===== config.mk =====
export PLATFORM = sky130hd
export DESIGN_NAME = mips_multi_pipe_core
export DESIGN_NICKNAME = d
export VERILOG_FILES = /design/src/core_pkg.sv /design/src/register_bank.sv /design/src/instr_decode.sv /design/src/alu_pipe.sv /design/src/mul_pipe.sv /design/src/result_writeback.sv /design/src/mips_multi_pipe_core.sv
export VERILOG_INCLUDE_DIRS = /design/src
export SDC_FILE = /design/constraint.sdc
export NUM_CORES = 2
export LEC_CHECK = 0
export BUFFER_PORTS_ARGS = -buffer_cell sky130_fd_sc_hd__buf_2
export CAP_MARGIN = 15
export CORE_MARGIN = 2
export CORE_UTILIZATION = 60
export DETAILED_ROUTE_END_ITERATION = 7
export PLACE_DENSITY_LB_ADDON = 0.08
export SYNTH_ARGS = -nofsm -noshare
export SYNTH_HDL_FRONTEND = slang
export SYNTH_SLANG_ARGS = --single-unit

===== constraint.sdc =====
create_clock -name clk -period 20.7 [get_ports clk]
set_input_delay 3.105 -clock clk [delete_from_list [all_inputs] [get_ports clk]]
set_output_delay 3.105 -clock clk [all_outputs]
set_load 0.02 [all_outputs]

===== src/core_params.svh =====
`ifndef CORE_PARAMS_SVH
`define CORE_PARAMS_SVH

// datapath widths
`define CORE_WORD_W      32
`define CORE_REG_ADDR_W  5
`define CORE_NUM_REGS    32
`define CORE_IMM_W       16

// opcode field values
`define CORE_OP_RTYPE    6'b000001
`define CORE_OP_ADDI     6'b000101

// funct field values, r-type only
`define CORE_FUNCT_ADD   6'd1
`define CORE_FUNCT_SUB   6'd2
`define CORE_FUNCT_AND   6'd4
`define CORE_FUNCT_MUL   6'd8
`define CORE_FUNCT_SLT   6'd16

// latency of the multiply pipe, issue to done
`define CORE_MUL_STAGES  4

`endif


===== src/core_pkg.sv =====
package core_pkg;

	`include "core_params.svh"

	// one data word, also the instruction word
	typedef logic [`CORE_WORD_W-1:0] word_t;

	// register number, rs / rt / rd
	typedef logic [`CORE_REG_ADDR_W-1:0] reg_addr_t;

	// instruction bits 31:26
	typedef logic [5:0] opcode_t;

	// instruction bits 5:0, r-type only
	typedef logic [5:0] funct_t;

	// operation sent to the alu pipe
	// addi travels as a plain add with the immediate on operand b
	typedef enum logic [1:0]
	{
		ALU_ADD = 2'd0, // a + b
		ALU_SUB = 2'd1, // a - b
		ALU_AND = 2'd2, // bitwise and
		ALU_SLT = 2'd3  // unsigned a < b, result 1 or 0
	} alu_op_t;

endpackage


===== src/register_bank.sv =====
`include "core_params.svh"

module register_bank
	import core_pkg::*;
(
	input  logic      clk,
	input  reg_addr_t i_rd_addr_a,   // rs
	input  reg_addr_t i_rd_addr_b,   // rt
	output word_t     o_rd_data_a,
	output word_t     o_rd_data_b,
	input  logic      i_wr_en_alu,   // alu result stream
	input  logic      i_wr_en_mul,   // mul result stream
	input  reg_addr_t i_wr_addr_alu,
	input  reg_addr_t i_wr_addr_mul,
	input  word_t     i_wr_data_alu,
	input  word_t     i_wr_data_mul
);

	word_t mem [`CORE_NUM_REGS]; // no reset, contents survive rst

	initial
	begin
		for (int n = 0; n < `CORE_NUM_REGS; n++)
			mem[n] = word_t'(n); // reg n starts at n
	end

	// mul first, alu second so alu wins on same address
	always @(posedge clk)
	begin
		if (i_wr_en_mul)
			mem[i_wr_addr_mul] <= i_wr_data_mul;
		if (i_wr_en_alu)
			mem[i_wr_addr_alu] <= i_wr_data_alu;
	end

	// read bypass of this cycle's writes, alu checked first
	always_comb
	begin
		if (i_wr_en_alu && (i_wr_addr_alu == i_rd_addr_a))
			o_rd_data_a = i_wr_data_alu;
		else if (i_wr_en_mul && (i_wr_addr_mul == i_rd_addr_a))
			o_rd_data_a = i_wr_data_mul;
		else
			o_rd_data_a = mem[i_rd_addr_a];

		if (i_wr_en_alu && (i_wr_addr_alu == i_rd_addr_b))
			o_rd_data_b = i_wr_data_alu;
		else if (i_wr_en_mul && (i_wr_addr_mul == i_rd_addr_b))
			o_rd_data_b = i_wr_data_mul;
		else
			o_rd_data_b = mem[i_rd_addr_b];
	end

endmodule


===== src/instr_decode.sv =====
`include "core_params.svh"

module instr_decode
	import core_pkg::*;
(
	input  logic      clk,
	input  logic      rst,          // sync, active low
	input  logic      i_inst_valid, // one-cycle strobe
	input  word_t     i_inst,
	output reg_addr_t o_rd_addr_a,  // to bank, rs
	output reg_addr_t o_rd_addr_b,  // to bank, rt
	input  word_t     i_rd_data_a,
	input  word_t     i_rd_data_b,
	output logic      o_alu_issue,
	output alu_op_t   o_alu_op,
	output logic      o_mul_issue,
	output word_t     o_op_a,
	output word_t     o_op_b,
	output reg_addr_t o_dest
);

	logic      inst_vld_q; // instruction register, like if/id
	word_t     inst_q;

	opcode_t   opcode;
	funct_t    funct;
	reg_addr_t rs, rt, rd;
	word_t     imm_zext;

	logic      alu_hit;    // goes to alu pipe
	logic      mul_hit;    // goes to mul pipe
	alu_op_t   alu_op_nxt;
	word_t     op_b_nxt;
	reg_addr_t dest_nxt;

	always_ff @(posedge clk)
	begin
		if (!rst)
			inst_vld_q <= 1'b0;
		else
			inst_vld_q <= i_inst_valid;
		inst_q <= i_inst; // payload, no reset
	end

	// field split
	assign opcode   = inst_q[31:26];
	assign rs       = inst_q[25:21];
	assign rt       = inst_q[20:16];
	assign rd       = inst_q[15:11];
	assign funct    = inst_q[5:0];
	assign imm_zext = {{(`CORE_WORD_W-`CORE_IMM_W){1'b0}}, inst_q[`CORE_IMM_W-1:0]};

	assign o_rd_addr_a = rs;
	assign o_rd_addr_b = rt;

	// classify, anything unknown issues nothing
	always_comb
	begin
		alu_hit    = 1'b0;
		mul_hit    = 1'b0;
		alu_op_nxt = ALU_ADD;
		op_b_nxt   = i_rd_data_b;
		dest_nxt   = rd; // r-type writes rd
		if (opcode == `CORE_OP_RTYPE)
		begin
			case (funct)
				`CORE_FUNCT_ADD: alu_hit = 1'b1;
				`CORE_FUNCT_SUB:
				begin
					alu_hit    = 1'b1;
					alu_op_nxt = ALU_SUB;
				end
				`CORE_FUNCT_AND:
				begin
					alu_hit    = 1'b1;
					alu_op_nxt = ALU_AND;
				end
				`CORE_FUNCT_SLT:
				begin
					alu_hit    = 1'b1;
					alu_op_nxt = ALU_SLT;
				end
				`CORE_FUNCT_MUL: mul_hit = 1'b1;
				default: ; // dropped
			endcase
		end
		else if (opcode == `CORE_OP_ADDI)
		begin
			alu_hit  = 1'b1;
			op_b_nxt = imm_zext; // zero-extended imm
			dest_nxt = rt;       // addi writes rt
		end
	end

	// issue register, one edge after the instruction register
	always_ff @(posedge clk)
	begin
		if (!rst)
		begin
			o_alu_issue <= 1'b0;
			o_mul_issue <= 1'b0;
		end
		else
		begin
			o_alu_issue <= inst_vld_q && alu_hit;
			o_mul_issue <= inst_vld_q && mul_hit;
		end
		o_alu_op <= alu_op_nxt;
		o_op_a   <= i_rd_data_a;
		o_op_b   <= op_b_nxt;
		o_dest   <= dest_nxt;
	end

	// one instruction feeds at most one pipe
	a_one_pipe: assert property (@(posedge clk) disable iff (!rst)
		!(o_alu_issue && o_mul_issue));

endmodule


===== src/alu_pipe.sv =====
module alu_pipe
	import core_pkg::*;
(
	input  logic      clk,
	input  logic      rst,      // sync, active low
	input  logic      i_issue,  // strobe from decode
	input  alu_op_t   i_op,
	input  word_t     i_op_a,
	input  word_t     i_op_b,   // rt value or imm
	input  reg_addr_t i_dest,
	output logic      o_done,   // strobe to writeback
	output reg_addr_t o_dest,
	output word_t     o_result
);

	word_t alu_out; // combinational result

	always_comb
	begin
		case (i_op)
			ALU_ADD: alu_out = i_op_a + i_op_b;
			ALU_SUB: alu_out = i_op_a - i_op_b;
			ALU_AND: alu_out = i_op_a & i_op_b;
			ALU_SLT: alu_out = (i_op_a < i_op_b) ? word_t'(1) : word_t'(0); // unsigned
			default: alu_out = '0;
		endcase
	end

	// single stage, result and dest ride with done
	always_ff @(posedge clk)
	begin
		if (!rst)
			o_done <= 1'b0;
		else
			o_done <= i_issue;
		o_dest   <= i_dest;
		o_result <= alu_out;
	end

	// each issue comes back exactly one edge later
	a_alu_latency: assert property (@(posedge clk) disable iff (!rst)
		i_issue |=> o_done);

endmodule


===== src/mul_pipe.sv =====
`include "core_params.svh"

module mul_pipe
	import core_pkg::*;
(
	input  logic      clk,
	input  logic      rst,     // sync, active low
	input  logic      i_issue, // strobe from decode
	input  word_t     i_op_a,
	input  word_t     i_op_b,
	input  reg_addr_t i_dest,
	output logic      o_done,  // strobe to writeback
	output reg_addr_t o_dest,
	output word_t     o_result // low word of a*b
);

	localparam int HALF_W = `CORE_WORD_W / 2;
	localparam int STAGES = `CORE_MUL_STAGES;

	logic              vld_q  [1:STAGES]; // valid per stage
	reg_addr_t         dest_q [1:STAGES]; // dest per stage

	word_t             p_ll_q;  // s1: a_lo*b_lo, full width
	logic [HALF_W-1:0] p_lh_q;  // s1: a_lo*b_hi, low half only
	logic [HALF_W-1:0] p_hl_q;  // s1: a_hi*b_lo, low half only
	word_t             ll_s2_q; // s2: a_lo*b_lo carried along
	logic [HALF_W-1:0] cross_q; // s2: cross term sum
	word_t             prod_q;  // s3: full low product
	word_t             res_q;   // s4: held result

	// control chain
	always_ff @(posedge clk)
	begin
		if (!rst)
		begin
			for (int s = 1; s <= STAGES; s++)
				vld_q[s] <= 1'b0;
		end
		else
		begin
			vld_q[1] <= i_issue;
			for (int s = 2; s <= STAGES; s++)
				vld_q[s] <= vld_q[s-1];
		end
		dest_q[1] <= i_dest;
		for (int s = 2; s <= STAGES; s++)
			dest_q[s] <= dest_q[s-1];
	end

	// datapath, no reset
	always_ff @(posedge clk)
	begin
		p_ll_q  <= i_op_a[HALF_W-1:0] * i_op_b[HALF_W-1:0];           // widened to word
		p_lh_q  <= i_op_a[HALF_W-1:0] * i_op_b[`CORE_WORD_W-1:HALF_W]; // truncated
		p_hl_q  <= i_op_a[`CORE_WORD_W-1:HALF_W] * i_op_b[HALF_W-1:0];
		ll_s2_q <= p_ll_q;
		cross_q <= p_lh_q + p_hl_q;                 // carry out drops off the word
		prod_q  <= ll_s2_q + {cross_q, {HALF_W{1'b0}}};
		res_q   <= prod_q;
	end

	assign o_done   = vld_q[STAGES];
	assign o_dest   = dest_q[STAGES];
	assign o_result = res_q;

	// valid chain stays clean after reset even with x on inputs
	a_vld_known: assert property (@(posedge clk) disable iff (!rst)
		!$isunknown({vld_q[1], vld_q[2], vld_q[3], vld_q[STAGES]}));

endmodule


===== src/result_writeback.sv =====
module result_writeback
	import core_pkg::*;
(
	input  logic      clk,
	input  logic      rst,          // sync active low reset
	input  logic      i_alu_done,
	input  logic      i_mul_done,
	input  reg_addr_t i_alu_dest,
	input  reg_addr_t i_mul_dest,
	input  word_t     i_alu_result,
	input  word_t     i_mul_result,
	output logic      o_alu_valid,  // also bank write enable
	output logic      o_mul_valid,
	output reg_addr_t o_alu_reg,    // also bank write address
	output reg_addr_t o_mul_reg,
	output word_t     o_alu_data,   // also bank write data
	output word_t     o_mul_data
);

	// strobes of both streams may rise together
	always_ff @(posedge clk)
	begin
		if (!rst)
		begin
			o_alu_valid <= 1'b0;
			o_mul_valid <= 1'b0;
		end
		else
		begin
			o_alu_valid <= i_alu_done;
			o_mul_valid <= i_mul_done;
		end
	end

	// payloads qualified by the strobes
	always_ff @(posedge clk)
	begin
		o_alu_reg  <= i_alu_dest;
		o_alu_data <= i_alu_result;
		o_mul_reg  <= i_mul_dest;
		o_mul_data <= i_mul_result;
	end

endmodule


===== src/mips_multi_pipe_core.sv =====
module mips_multi_pipe_core
	import core_pkg::*;
(
	input  logic      clk,
	input  logic      rst,          // sync, active low
	input  logic      i_inst_valid, // one-cycle strobe
	input  word_t     i_inst,
	output logic      o_alu_valid,
	output logic      o_mul_valid,
	output reg_addr_t o_alu_reg,
	output reg_addr_t o_mul_reg,
	output word_t     o_alu_data,
	output word_t     o_mul_data
);

	reg_addr_t rd_addr_a, rd_addr_b;   // decode -> bank
	word_t     rd_data_a, rd_data_b;   // bank -> decode
	logic      alu_issue, mul_issue;   // decode -> pipes
	alu_op_t   alu_op;
	word_t     op_a, op_b;
	reg_addr_t dest;
	logic      alu_done, mul_done;     // pipes -> writeback
	reg_addr_t alu_dest, mul_dest;
	word_t     alu_result, mul_result;

	register_bank register_bank_inst (
		.clk(clk), .i_rd_addr_a(rd_addr_a), .i_rd_addr_b(rd_addr_b),
		.o_rd_data_a(rd_data_a), .o_rd_data_b(rd_data_b),
		.i_wr_en_alu(o_alu_valid), .i_wr_en_mul(o_mul_valid),
		.i_wr_addr_alu(o_alu_reg), .i_wr_addr_mul(o_mul_reg),
		.i_wr_data_alu(o_alu_data), .i_wr_data_mul(o_mul_data));

	instr_decode instr_decode_inst (
		.clk(clk), .rst(rst), .i_inst_valid(i_inst_valid), .i_inst(i_inst),
		.o_rd_addr_a(rd_addr_a), .o_rd_addr_b(rd_addr_b),
		.i_rd_data_a(rd_data_a), .i_rd_data_b(rd_data_b),
		.o_alu_issue(alu_issue), .o_alu_op(alu_op), .o_mul_issue(mul_issue),
		.o_op_a(op_a), .o_op_b(op_b), .o_dest(dest));

	alu_pipe alu_pipe_inst (
		.clk(clk), .rst(rst), .i_issue(alu_issue), .i_op(alu_op),
		.i_op_a(op_a), .i_op_b(op_b), .i_dest(dest),
		.o_done(alu_done), .o_dest(alu_dest), .o_result(alu_result));

	mul_pipe mul_pipe_inst (
		.clk(clk), .rst(rst), .i_issue(mul_issue),
		.i_op_a(op_a), .i_op_b(op_b), .i_dest(dest),
		.o_done(mul_done), .o_dest(mul_dest), .o_result(mul_result));

	result_writeback result_writeback_inst (
		.clk(clk), .rst(rst), .i_alu_done(alu_done), .i_mul_done(mul_done),
		.i_alu_dest(alu_dest), .i_mul_dest(mul_dest),
		.i_alu_result(alu_result), .i_mul_result(mul_result),
		.o_alu_valid(o_alu_valid), .o_mul_valid(o_mul_valid),
		.o_alu_reg(o_alu_reg), .o_mul_reg(o_mul_reg),
		.o_alu_data(o_alu_data), .o_mul_data(o_mul_data));

endmodule


==> reports/qor.csv <==
metric,value,unit
row count,141,
die height,390,um
Fill cells,10929,
CTS tree,done,
first-pass GRT wire length,443000,um
via count,61083,
DIE WIDTH,390,um
"Design Area, Final",97500,sq um
CTS root buffer,clkbuf_16,
CP Capture Type,flop,
Logic pwr share,59.2,%
crit path buf inv count,7,
status,"complete, no violations",
worst-margin pin slew,1.36,ns
most frequent cells in the layout,"mux2_2 (1039), edfxtp_1 (1024), mux4_2 (572), inv_1 (539), nand2_1 (488)",
CTS H-tree depth,4,
Tot Pwr,16.6,mW
Post-Route Utilization,66.0,%
Vias/cell,7.03,
max-slew violation count,0,
clock share of power,16.9,%
WP data required,21.40,ns
"Reg clk slew, reported paths",0.06,ns
Worst path max stage delay,0.83,ns
Switching Share,42.5,%
Final Cycle Share,52.3,%
hold_buf cts,0,
share of cells above drive strength 1,33.8,%
# Max-Cap Violations,0,
Overflow after GRT,0,
fraction of registers with async set/reset,0,%
crit path max fanout,43,
max FFs per register,1024,
Slew HR,9.33,%
initial antenna violation count,14,
clock sinks,1407,
Pleak,36.7,nW
top-area cell type share of the netlist area,34.4,%
minimum clock period,10.82,ns
DP HPWL,188000,um
cells after synthesis,6715,
iteration count of the initial detailed-routing pass,5,
Routed Antenna Nets,0,
Post-CTS Setup Repair Bufs,0,
CTS buffer count,152,
total area of sequential cells,38500,sq um
Synth Register Bits,1407,
worst r2r dst,mul_pipe_inst.p_ll_q[31]$_DFF_P_,
syn avg cell area,13.3,sq um
Worst R2R Setup Slack,9.88,ns
largest area contributor in the netlist,edfxtp_1,
slowest CP cell,dfxtp_4,
Initial Utilization,60.5,%
VDD IR max,910,uV
"most common cell after layout, fill and taps aside",mux2_2,
"Most flops, register",register_bank_inst.mem,
Internal Power,9.54,mW
worst-case reg-to-reg path depth,30,
buffer levels on the longest clock path,3,
largest net degree at the start of global routing,144,
final setup vio count,0,
Worst path depth,30,
core box area,148000,sq um
Yosys Warn Count,0,
f_max,92.5,MHz
"EDFF count, synth",1024,
gr usage total,41.4,%
Synth Cell Area,89500,sq um
P_sw,7.05,mW
multi-input logic area,47200,sq um
Crit path top cell by count,fa_1,
CP Launch Type,flop,
IO Port Bufs,110,
DRT iter0 DRCs,9200,
Hold Path Class,flop to flop,
number of global-route vias before repair,60858,
DIE AREA,152000,sq um
Avg WL per Cell,36.1,um
worst clock skew,0.0405,ns
Area Overhead vs Synth,8.99,%
"Arr. time, crit path",11.52,ns
Synth Flop Type,edfxtp_1,
post-synthesis sequential area ratio,42.9,%
Cell variety after synth,84,
top post-synthesis cells by area,"edfxtp_1 (34%), mux4_2 (14%), mux2_2 (13%)",
# DRC,0,
PD cells,170,nW/um^2
NumNets Final,7300,
Top delay family on crit path,adder cells,
CP endpoint,mul_pipe_inst.p_ll_q[31]$_DFF_P_,
Final Wtd Congestion,0.919,
final hold vios,0,
Post-CTS Resized,0,
WL final,314000,um
Syn Nets,7404,
Fin Setup TNS,0,ns
I/O pin count,111,
Worst-Skew Late Latency,0.81,ns
Reg power frac,23.9,%
placed inst area,92300,sq um
WS Path Type,flop to flop,
unrepaired setup endpoints after global routing,false,
-- how the worst min path moves through the flow --
stage,start,depth (start not counted),to
floorplan,instr_decode_inst.inst_q[21]$_DFF_P_,0,flop
global placement,mul_pipe_inst.prod_q[8]$_DFF_P_,0,mul_pipe_inst.o_result[8]$_DFF_P_
detailed placement,instr_decode_inst.o_dest[0]$_DFF_P_,0,mul_pipe_inst.dest_q[1][0]$_DFF_P_
CTS,mul_pipe_inst.dest_q[4][3]$_DFF_P_,0,result_writeback_inst.o_mul_reg[3]$_DFF_P_
global route,alu_pipe_inst.o_result[4]$_DFF_P_,0,result_writeback_inst.o_alu_data[4]$_DFF_P_
finish,alu_pipe_inst.o_result[15]$_DFF_P_,0,result_writeback_inst.o_alu_data[15]$_DFF_P_
-- stage by stage --
stage	setup WS, ns	hold WS, ns	instances
2_1_floorplan	12.77	0.310	6715
3_3_place_gp	10.18	0.310	8379
3_5_place_dp	9.97	0.312	8381
4_1_cts	9.94	0.314	8665
5_1_grt	9.41	0.319	8677
6_report	9.88	0.312	8686
-- routing by layer --
metal	up-vias	share of wire (%)	wire [um]	GRT usage, %
li1	24364	-	-	-
met2	4632	44	138000	61.4
met4	8	7.1	22200	24.2
met3	1061	14	43700	13.1
met1	31018	35	109000	54.0
met5	-	0.055	174	0
-- layout make-up --
cell class | count | area share, %
repair buffers | 317 | 2.32
multi-input cells | 4190 | 48.4
inverters | 543 | 2.09
flip-flops and latches | 1407 | 39.4
diodes | 15 | 0.0385
well taps | 1930 | 2.48
clock inverters | 66 | 0.685
clock buffers | 218 | 4.54
-- synthesized netlist by cell type, types with 6 or more instances --
master       n
a211oi_1    40
a21boi_0    11
a21o_1      46
a21oi_1    146
a22o_1       7
a22oi_1     19
a31oi_1     16
and2_1     148
and3_1      16
buf_1       71
buf_2       33
buf_4       13
buf_6       18
clkbuf_1   437
dfxtp_1    383
edfxtp_1  1024
fa_1       358
ha_1       296
inv_1      540
mux2_2    1039
mux2i_1     95
mux4_2     572
nand2_1    504
nand2b_1    20
nand3_1     34
nand3b_1    12
nand4_1      9
nor2_1     225
nor2b_1     27
nor3_1      33
nor3b_1      7
nor4_1      14
o211ai_1     8
o21a_1      23
o21ai_0    120
o21bai_1    16
o22ai_1     41
o31ai_1      6
o41ai_1      6
or2_2       10
or3_1       11
xnor2_1    130
xor2_1      52
-- cells by family after synthesis --
logic type,after synthesis,share of synthesized area (%)
AOI/OAI and AO/OA,557,3.97
DFF,1407,42.9
xor gates and xnor gates,185,1.84
muxes,1710,28.6
adders and majority gates,654,12.1
buffers and inverters,1118,4.98
and+or+nand+nor,1084,5.51
-- power by group through the flow --
stage,registers [mW],clock network (mW),logic [mW]
5_1_grt,3.98,2.92,10.9
6_report,3.96,2.80,9.81
2_1_floorplan,3.99,0,7.04
3_5_place_dp,4.05,0,9.72
4_1_cts,3.99,2.81,9.82
3_3_place_gp,4.04,0,9.58
(Power assumes the default switching activity.)
